### config.mk
export PLATFORM = sky130hd
export DESIGN_NAME = rename_stage
export DESIGN_NICKNAME = d
export VERILOG_FILES = /design/src/common/rename_pkg.sv /design/src/logic/recovery_fsm.sv /design/src/logic/free_count.sv /design/src/rename/free_list.sv /design/src/rename/map_table.sv /design/src/rename/rename_stage.sv
export VERILOG_INCLUDE_DIRS = /design/src /design/src/common
export SDC_FILE = /design/constraint.sdc
export NUM_CORES = 2
export LEC_CHECK = 0
export ABC_CLOCK_PERIOD_IN_PS = 6300
export BUFFER_PORTS_ARGS = -buffer_cell sky130_fd_sc_hd__buf_2
export CELL_PAD_IN_SITES_DETAIL_PLACEMENT = 0
export CELL_PAD_IN_SITES_GLOBAL_PLACEMENT = 1
export CORE_MARGIN = 2
export CORE_UTILIZATION = 52
export DETAILED_ROUTE_END_ITERATION = 6
export HOLD_SLACK_MARGIN = 0.1
export PLACE_DENSITY = 0.94
export REMOVE_ABC_BUFFERS = 1
export SETUP_SLACK_MARGIN = 0.5
export SLEW_MARGIN = 30
export SYNTH_ARGS = -nofsm -noshare
export SYNTH_HDL_FRONTEND = slang
export SYNTH_SLANG_ARGS = --single-unit
### constraint.sdc
create_clock -name clk -period 6.3 [get_ports clk]
set_input_delay 0.945 -clock clk [delete_from_list [all_inputs] [get_ports clk]]
set_output_delay 0.945 -clock clk [all_outputs]
set_load 0.05 [all_outputs]
### src/common/rename_consts.svh
`ifndef RENAME_CONSTS_SVH
`define RENAME_CONSTS_SVH

// Register id widths
`define ARF_WIDTH     5
`define PRF_WIDTH     6

// Register file sizes
`define NUM_ARF       32
`define NUM_PRF       64   // Architectural plus rename registers

// Free list ring
`define FL_DEPTH      32   // NUM_PRF - NUM_ARF ids in flight at most
`define FL_PTR_WIDTH  5

`endif

### src/common/rename_pkg.sv
`default_nettype none
`include "rename_consts.svh"

package rename_pkg;

   // State reported by the reorder buffer
   typedef enum logic [1:0] {
      ROB_NORMAL  = 2'b00,
      ROB_RECOVER = 2'b01,  // Misprediction walk in progress
      ROB_IDLE    = 2'b10
   } rob_state_e;

   // Rename side recovery states
   typedef enum logic [1:0] {
      ST_RUN    = 2'b00,
      ST_WALK   = 2'b01,
      ST_RESUME = 2'b10     // One stall cycle after the walk
   } recov_state_e;

   // Decoded instruction, 17 bits
   typedef struct packed {
      logic                  is_valid;
      logic                  reg_write;
      logic [`ARF_WIDTH-1:0] rd_id;
      logic [`ARF_WIDTH-1:0] rs1_id;
      logic [`ARF_WIDTH-1:0] rs2_id;
   } dec_instr_t;

   // Renamed instruction, 24 bits
   typedef struct packed {
      logic [`PRF_WIDTH-1:0] prf_rs1;
      logic [`PRF_WIDTH-1:0] prf_rs2;
      logic [`PRF_WIDTH-1:0] t_new;  // Freshly allocated
      logic [`PRF_WIDTH-1:0] t_old;  // Previous mapping, freed at retire
   } rename_out_t;

   // Register handed back at retire
   typedef struct packed {
      logic                  valid;
      logic [`PRF_WIDTH-1:0] prf_id;
   } release_t;

   // Alias table restore entry
   typedef struct packed {
      logic                  valid;
      logic [`ARF_WIDTH-1:0] rd_id;
      logic [`PRF_WIDTH-1:0] rd_prf;
   } walk_t;

endpackage
`default_nettype wire

### src/logic/recovery_fsm.sv
`timescale 1ns/1ps
`default_nettype none

module recovery_fsm (
   input  logic                   clk,
   input  logic                   rst_n,
   input  rename_pkg::rob_state_e rob_state,
   output logic                   rename_en,  // Allocate and write table
   output logic                   walk_en     // Accept walk strobes
);
   import rename_pkg::*;

   recov_state_e state, state_nxt;
   logic         in_recover;

   assign in_recover = (rob_state == ROB_RECOVER);

   always_comb begin
      state_nxt = state;
      case (state)
         ST_RUN: begin
            if (in_recover) begin
               state_nxt = ST_WALK;
            end
         end
         ST_WALK: begin
            if (!in_recover) begin
               state_nxt = ST_RESUME;  // ROB finished walking
            end
         end
         ST_RESUME: begin
            // Last table restore lands on this edge
            state_nxt = in_recover ? ST_WALK : ST_RUN;
         end
         default: state_nxt = ST_RUN;
      endcase
   end

   always_ff @(posedge clk or negedge rst_n) begin
      if (!rst_n) begin
         state <= ST_RUN;
      end else begin
         state <= state_nxt;
      end
   end

   // Stall renaming in walk and resume
   assign rename_en = (state == ST_RUN);
   assign walk_en   = (state == ST_WALK);

endmodule
`default_nettype wire

### src/logic/free_count.sv
`timescale 1ns/1ps
`default_nettype none
`include "rename_consts.svh"

module free_count (
   input  logic       clk,
   input  logic       rst_n,
   input  logic [1:0] pop_cnt,   // Ids handed out
   input  logic [1:0] push_cnt,  // Ids released at retire
   input  logic [1:0] walk_cnt,  // Ids walked back on recovery
   output logic       can_alloc
);

   localparam int CNT_W = `FL_PTR_WIDTH + 1;  // Holds 0 to FL_DEPTH

   logic [CNT_W-1:0] free_cnt;
   logic [CNT_W-1:0] free_cnt_nxt;

   // Never goes below zero, pops need can_alloc
   assign free_cnt_nxt = free_cnt
                       + CNT_W'(push_cnt)
                       + CNT_W'(walk_cnt)
                       - CNT_W'(pop_cnt);

   always_ff @(posedge clk or negedge rst_n) begin
      if (!rst_n) begin
         free_cnt <= CNT_W'(`FL_DEPTH);  // Ring starts full
      end else begin
         free_cnt <= free_cnt_nxt;
      end
   end

   // Two free covers a full pair
   assign can_alloc = (free_cnt >= CNT_W'(2));

endmodule
`default_nettype wire

### src/rename/free_list.sv
`timescale 1ns/1ps
`default_nettype none
`include "rename_consts.svh"

module free_list (
   input  logic                  clk,
   input  logic                  rst_n,
   input  logic                  pop_0,       // Take head
   input  logic                  pop_1,       // Take head + 1, only with pop_0
   input  rename_pkg::release_t  release_0,
   input  rename_pkg::release_t  release_1,
   input  logic                  walk_en,
   input  logic                  fl_walk_0,
   input  logic                  fl_walk_1,
   output logic [`PRF_WIDTH-1:0] head_prf_0,
   output logic [`PRF_WIDTH-1:0] head_prf_1
);

   localparam int PW = `FL_PTR_WIDTH;

   logic [`PRF_WIDTH-1:0] ring [`FL_DEPTH];
   logic [PW-1:0]         head;
   logic [PW-1:0]         tail;       // Next slot to fill
   logic [PW-1:0]         head_nxt;
   logic [PW-1:0]         pop_amt;
   logic [PW-1:0]         walk_amt;
   logic [PW-1:0]         tail_1;     // Slot for release_1

   // Pointers wrap naturally at FL_DEPTH
   assign pop_amt  = PW'(pop_0) + PW'(pop_1);
   assign walk_amt = walk_en ? (PW'(fl_walk_0) + PW'(fl_walk_1)) : '0;
   assign head_nxt = head + pop_amt - walk_amt;

   // Release 1 packs behind release 0
   assign tail_1 = tail + PW'(release_0.valid);

   assign head_prf_0 = ring[head];
   assign head_prf_1 = ring[head + PW'(1)];

   always_ff @(posedge clk or negedge rst_n) begin
      if (!rst_n) begin
         head <= '0;
         tail <= '0;   // Ring full, tail meets head
      end else begin
         head <= head_nxt;
         tail <= tail_1 + PW'(release_1.valid);
      end
   end

   // Ring content, starting with the ids above the architectural range
   always_ff @(posedge clk or negedge rst_n) begin
      if (!rst_n) begin
         for (int i = 0; i < `FL_DEPTH; i++) begin
            ring[i] <= `PRF_WIDTH'(`NUM_ARF + i);
         end
      end else begin
         if (release_0.valid) begin
            ring[tail] <= release_0.prf_id;
         end
         if (release_1.valid) begin
            ring[tail_1] <= release_1.prf_id;
         end
      end
   end

   // Walked-back slots keep their ids
   // The tail stays behind them while the count stays at or under FL_DEPTH
   // So the next pops hand the same ids out again

endmodule
`default_nettype wire

### src/rename/map_table.sv
`timescale 1ns/1ps
`default_nettype none
`include "rename_consts.svh"

module map_table (
   input  logic                    clk,
   input  logic                    rst_n,
   input  rename_pkg::dec_instr_t  instr_0,
   input  rename_pkg::dec_instr_t  instr_1,
   input  logic                    wr_en_0,     // Instr 0 allocates
   input  logic                    wr_en_1,
   input  logic [`PRF_WIDTH-1:0]   new_prf_0,
   input  logic [`PRF_WIDTH-1:0]   new_prf_1,
   input  rename_pkg::walk_t       walk_0,      // Already gated by walk_en
   input  rename_pkg::walk_t       walk_1,
   output rename_pkg::rename_out_t ren_0,
   output rename_pkg::rename_out_t ren_1
);

   logic [`PRF_WIDTH-1:0] rat [`NUM_ARF];

   logic [`PRF_WIDTH-1:0] rs1_0, rs2_0, old_0;
   logic [`PRF_WIDTH-1:0] rs1_1, rs2_1, old_1;

   // Table read with forwarding from instr 0 of the same pair
   function automatic logic [`PRF_WIDTH-1:0] lookup_byp(
      input logic [`ARF_WIDTH-1:0] arf_id,
      input logic                  byp_en,
      input logic [`ARF_WIDTH-1:0] byp_rd,
      input logic [`PRF_WIDTH-1:0] byp_prf,
      input logic [`PRF_WIDTH-1:0] tbl_prf
   );
      logic hit;
      hit = byp_en && (arf_id == byp_rd);
      return hit ? byp_prf : tbl_prf;
   endfunction

   // Instr 0 sees the table as is
   assign rs1_0 = rat[instr_0.rs1_id];
   assign rs2_0 = rat[instr_0.rs2_id];
   assign old_0 = rat[instr_0.rd_id];

   // Instr 1 depends on instr 0 when they share a register
   assign rs1_1 = lookup_byp(instr_1.rs1_id, wr_en_0, instr_0.rd_id, new_prf_0,
                             rat[instr_1.rs1_id]);
   assign rs2_1 = lookup_byp(instr_1.rs2_id, wr_en_0, instr_0.rd_id, new_prf_0,
                             rat[instr_1.rs2_id]);
   assign old_1 = lookup_byp(instr_1.rd_id, wr_en_0, instr_0.rd_id, new_prf_0,
                             rat[instr_1.rd_id]);  // Same rd, old is instr 0's new

   always_comb begin
      ren_0.prf_rs1 = rs1_0;
      ren_0.prf_rs2 = rs2_0;
      ren_0.t_new   = wr_en_0 ? new_prf_0 : '0;  // Zero when nothing allocated
      ren_0.t_old   = wr_en_0 ? old_0     : '0;
      ren_1.prf_rs1 = rs1_1;
      ren_1.prf_rs2 = rs2_1;
      ren_1.t_new   = wr_en_1 ? new_prf_1 : '0;
      ren_1.t_old   = wr_en_1 ? old_1     : '0;
   end

   // Later assignment wins, so instr 1 beats instr 0 and walk_1 lands last
   always_ff @(posedge clk or negedge rst_n) begin
      if (!rst_n) begin
         for (int i = 0; i < `NUM_ARF; i++) begin
            rat[i] <= `PRF_WIDTH'(i);  // Identity map
         end
      end else begin
         if (wr_en_0) begin
            rat[instr_0.rd_id] <= new_prf_0;
         end
         if (wr_en_1) begin
            rat[instr_1.rd_id] <= new_prf_1;
         end
         if (walk_0.valid) begin
            rat[walk_0.rd_id] <= walk_0.rd_prf;
         end
         if (walk_1.valid) begin
            rat[walk_1.rd_id] <= walk_1.rd_prf;
         end
      end
   end

   // Walk and rename writes never meet
   // rename_en and walk_en come from different FSM states

endmodule
`default_nettype wire

### src/rename/rename_stage.sv
`timescale 1ns/1ps
`default_nettype none
`include "rename_consts.svh"

module rename_stage (
   input  logic                    clk,
   input  logic                    rst_n,
   input  rename_pkg::dec_instr_t  dec_instr_0,
   input  rename_pkg::dec_instr_t  dec_instr_1,
   input  rename_pkg::release_t    release_0,   // From retire
   input  rename_pkg::release_t    release_1,
   input  rename_pkg::rob_state_e  rob_state,
   input  logic                    fl_walk_0,   // Free list walk strobes
   input  logic                    fl_walk_1,
   input  rename_pkg::walk_t       rat_walk_0,  // Alias table restores
   input  rename_pkg::walk_t       rat_walk_1,
   output rename_pkg::rename_out_t ren_0,
   output rename_pkg::rename_out_t ren_1,
   output logic                    can_alloc,
   output logic                    rename_en    // Pair accepted this cycle
);
   import rename_pkg::*;

   logic                  walk_en;
   logic                  alloc_req_0, alloc_req_1;
   logic                  pop_0, pop_1;
   logic [`PRF_WIDTH-1:0] head_prf_0, head_prf_1;
   logic [`PRF_WIDTH-1:0] new_prf_0, new_prf_1;
   logic [1:0]            pop_cnt, push_cnt, walk_cnt;
   walk_t                 walk_g_0, walk_g_1;

   // Reg 0 never gets a new id
   assign alloc_req_0 = dec_instr_0.is_valid & dec_instr_0.reg_write &
                        (dec_instr_0.rd_id != '0) & rename_en & can_alloc;
   assign alloc_req_1 = dec_instr_1.is_valid & dec_instr_1.reg_write &
                        (dec_instr_1.rd_id != '0) & rename_en & can_alloc;

   // Keep pops compact, slot 0 first
   assign pop_0 = alloc_req_0 | alloc_req_1;
   assign pop_1 = alloc_req_0 & alloc_req_1;

   assign new_prf_0 = head_prf_0;
   assign new_prf_1 = alloc_req_0 ? head_prf_1 : head_prf_0;  // Lone instr 1 takes head

   assign pop_cnt  = {1'b0, alloc_req_0} + {1'b0, alloc_req_1};
   assign push_cnt = {1'b0, release_0.valid} + {1'b0, release_1.valid};
   assign walk_cnt = walk_en ? ({1'b0, fl_walk_0} + {1'b0, fl_walk_1}) : 2'd0;

   // Table restores only count while walking
   assign walk_g_0 = '{valid: rat_walk_0.valid & walk_en,
                       rd_id: rat_walk_0.rd_id, rd_prf: rat_walk_0.rd_prf};
   assign walk_g_1 = '{valid: rat_walk_1.valid & walk_en,
                       rd_id: rat_walk_1.rd_id, rd_prf: rat_walk_1.rd_prf};

   recovery_fsm u_fsm (
      .clk       (clk),
      .rst_n     (rst_n),
      .rob_state (rob_state),
      .rename_en (rename_en),
      .walk_en   (walk_en)
   );

   free_count u_cnt (
      .clk       (clk),
      .rst_n     (rst_n),
      .pop_cnt   (pop_cnt),
      .push_cnt  (push_cnt),
      .walk_cnt  (walk_cnt),
      .can_alloc (can_alloc)
   );

   free_list u_fl (
      .clk        (clk),
      .rst_n      (rst_n),
      .pop_0      (pop_0),
      .pop_1      (pop_1),
      .release_0  (release_0),
      .release_1  (release_1),
      .walk_en    (walk_en),
      .fl_walk_0  (fl_walk_0),
      .fl_walk_1  (fl_walk_1),
      .head_prf_0 (head_prf_0),
      .head_prf_1 (head_prf_1)
   );

   map_table u_mt (
      .clk       (clk),
      .rst_n     (rst_n),
      .instr_0   (dec_instr_0),
      .instr_1   (dec_instr_1),
      .wr_en_0   (alloc_req_0),
      .wr_en_1   (alloc_req_1),
      .new_prf_0 (new_prf_0),
      .new_prf_1 (new_prf_1),
      .walk_0    (walk_g_0),
      .walk_1    (walk_g_1),
      .ren_0     (ren_0),
      .ren_1     (ren_1)
   );

endmodule
`default_nettype wire

==> results.sh <==
export IMPL_status="finished with violations"
export IMPL_failed_checks="DRC"
export IMPL_criticalPathCategory="flip-flop to primary output"
export IMPL_grt_antenna_before_repair=12
export IMPL_clkSinkCount=402
export IMPL_grt_usage_pct=47.3
export IMPL_setup_viol=0
export IMPL_clk_latency_ns=0.65
export IMPL_rows=96
export IMPL_p_per_area_mw_per_mm2=605
export IMPL_p_switching_uw=11900
export IMPL_cp_slowest_cell="a21oi_2"
export IMPL_drcViolationCount=2
export IMPL_grt_max_degree=144
export IMPL_crit_chain="ha_4, buf_4, mux4_2, mux2i_1, a32oi_1, and2_1, a21oi_2, nor2_1, buf_2"
export IMPL_synth_top_cell_area_share_pct=27.3
export IMPL_dp_hpwl_um=113000
export IMPL_startpoint_type="flip-flop"
export IMPL_die_height_um=266
export IMPL_cp_max_fo=25
export IMPL_endpoint_kind="primary output"
export IMPL_die_w_um=266
export IMPL_vias_per_cell=8.44
export IMPL_ios=128
export IMPL_max_freq_ghz=0.177
export IMPL_cts_buffers=48
export IMPL_slew_headroom_pct=24.6
export IMPL_drtIter0Drc=6888
export IMPL_critPathMaxStageDelay_ns=0.77
export IMPL_port_buffers=127
export IMPL_ys_top_cells_by_count="mux4_2, nor2_1, a21oi_1, nand2_1, mux2i_1"
export IMPL_tightestPinTransition_ns=1.12
export IMPL_p_clk_share_pct=13.1
export IMPL_die_area_mm2=0.0709
export IMPL_power_frac_comb_pct=57.2
export IMPL_swShare_pct=51.2
export IMPL_p_total_uw=23300
export IMPL_ys_flop_type="dfrtp_1"
export IMPL_async_reset_ff_share_pct=100
export IMPL_final_period_utilization_pct=89.7
export IMPL_start_util_pct=52.3
export IMPL_ctsRootBufferMaster="clkbuf_16"
export IMPL_synth_edf_count=0
export IMPL_vias=35586
export IMPL_cts_path_max_buffers=3
export IMPL_first_pass_iters=7
export IMPL_fin_crit_ns=5.65
export IMPL_ys_seq_area_share_pct=28.8
export IMPL_worstPathArrival_ns=4.71
export IMPL_synth_area_mm2=0.0358
export IMPL_worstRegToRegCells=17
export IMPL_skew_ns=0.0408
export IMPL_drv_slew=0
export IMPL_ys_seq_elements=402
export IMPL_finalHoldViolCount=0
export IMPL_hp_class="primary input to asynchronous set/reset pin"
export IMPL_place_gp_congestion=1.14
export IMPL_cts_tree="done"
export IMPL_grt_pass1_vias=33829
export IMPL_post_cts_setup_buffer_count=0
export IMPL_rsz0062_at_grt="no"
export IMPL_syn_area_per_cell_um2=10.6
export IMPL_leakage_uw=0.0146
export IMPL_cap_viol_max_count=0
export IMPL_crit_required_ns=5.35
export IMPL_area_growth_synth_to_final_pct=7.66
export IMPL_totalWireLength_um=169000
export IMPL_synth_cells=3370
export IMPL_ys_warn_count=0
export IMPL_utilization_pct=56.3
export IMPL_synth_cell_types=72
export IMPL_ir_drop_uv=758
export IMPL_grt_remaining_overflow=0
export IMPL_yosysMostFrequentCell="mux4_2"
export IMPL_synth_top_cell_by_area="mux4_2"
export IMPL_intPower_uw=11400
export IMPL_htreeDepth=2
export IMPL_p_seq_share_pct=29.6
export IMPL_grt_pass1_wl_um=241000
export IMPL_nNetsFinal=3400
export IMPL_clkSlewWorstSetupHoldPaths_ns=0.06
export IMPL_ant_nets=0
export IMPL_wl_per_cell_um=40.1
export IMPL_synthTopCellsByArea="mux4_2, dfrtp_1, dfstp_2, mux2i_1, a221oi_1"
export IMPL_drive_gt1_share_pct=30.2
export IMPL_coreArea_mm2=0.0683
==> worst max-delay path: cells and delay by family, from the launching register on <==
kind            cells  cell delay (ns)
simple gates        2             0.65
fa+ha+maj           1             0.61
compound gates      2             0.90
buf+inv             2             0.66
mux                 2             0.76
flops               1             0.49
==> worst paths after layout <==
path                                endpoint         startpoint  slack, ns
hold / removal                u_fsm.state[0]              rst_n       0.32
setup reg to reg           u_cnt.free_cnt[5]  u_cnt.free_cnt[5]       1.69
hold reg to reg               u_fsm.state[0]     u_fsm.state[1]       0.51
max in group asynchronous       u_fl.head[0]              rst_n       4.64
min in group clk              u_fsm.state[0]     u_fsm.state[1]       0.51
setup / recovery                    ren_1[9]       u_fl.head[0]       0.65
==> registers in the layout, summed over array words and instances, names as in the netlist <==
signal / cells
u_cnt.free_cnt: 6
u_fl.head: 5
u_fl.ring: 192
u_fl.tail: 5
u_fsm.state: 2
u_mt.rat: 192
==> per-stage QoR <==
stage / hold slack (ns) / std cells / worst slack, ns / setup TNS, ns / cell area, um2
4_1_cts: 0.360 / 4212 / 0.821 / 0 / 38400
3_5_place_dp: 0.507 / 4123 / 1.47 / 0 / 36800
6_report: 0.321 / 4218 / 0.648 / 0 / 38500
5_1_grt: 0.394 / 4216 / 0.624 / 0 / 38500
2_1_floorplan: 0.456 / 3046 / -1.41 / -21.83 / 34400
3_3_place_gp: 0.493 / 4122 / 1.40 / 0 / 36700
==> kinds of logic (layout without fill, tap and decap cells) <==
logic type	Yosys count	count (layout)	share of synthesized area [%]
buffers and inverters	378	339	4.46
other	0	5	0
DFF	402	402	28.8
xor gates and xnor gates	34	34	0.896
AOI/OAI and AO/OA	980	980	18.9
adders and majority gates	30	30	1.18
and+or+nand+nor	838	838	10.6
muxes	708	708	35.2
==> cell type report <==
| type | count | area, um2 |
|---|---|---|
| inverter | 54 | 203 |
| tap | 882 | 1100 |
| sequential | 402 | 10300 |
| antenna | 5 | 12.5 |
| clock buffer | 69 | 1350 |
| multi-input combinational | 2590 | 24000 |
| timing repair buffer | 196 | 1230 |
| clock inverter | 20 | 327 |
| fill | 5887 | 29900 |
==> metal layers <==
layer / GRT usage (%) / wire length (um) / vias up
li1: - / - / 13349
met1: 54.8 / 52400 / 17258
met2: 65.9 / 68700 / 3801
met3: 22.4 / 29200 / 1160
met4: 39.0 / 18600 / 18
met5: 3.88 / 369 / -
==> what timing repair did <==
action / 4_1_cts / 5_1_grt
setup endpoints to repair: 0 / 1
gates resized for setup: 0 / 1
hold buffers: 0 / 0
==> cells in the final DEF (no fill, tap or decap), types with 73 or more instances in the layout <==
| cell type | Yosys | layout |
|---|---|---|
| mux4_2 | 433 | 433 |
| nor2_1 | 329 | 325 |
| a21oi_1 | 255 | 254 |
| nand2_1 | 246 | 242 |
| mux2i_1 | 237 | 237 |
| dfrtp_1 | 209 | 206 |
| o21ai_0 | 203 | 203 |
| dfstp_2 | 193 | 193 |
| a221oi_1 | 161 | 161 |
| a221o_1 | 121 | 120 |
| buf_2 | 62 | 116 |
| buf_4 | 20 | 73 |
==> power by group through the flow <==
| stage | Clock [uW] | Sequential [uW] | Combinational, uW |
|---|---|---|---|
| after floorplan | 0 | 5410 | 7990 |
| after global placement | 0 | 6470 | 12200 |
| after detailed placement | 0 | 6550 | 12300 |
| after CTS | 3050 | 6530 | 12400 |
| after global routing | 3160 | 6790 | 13400 |
| final | 3060 | 6900 | 13300 |
(Power assumes the default switching activity.)
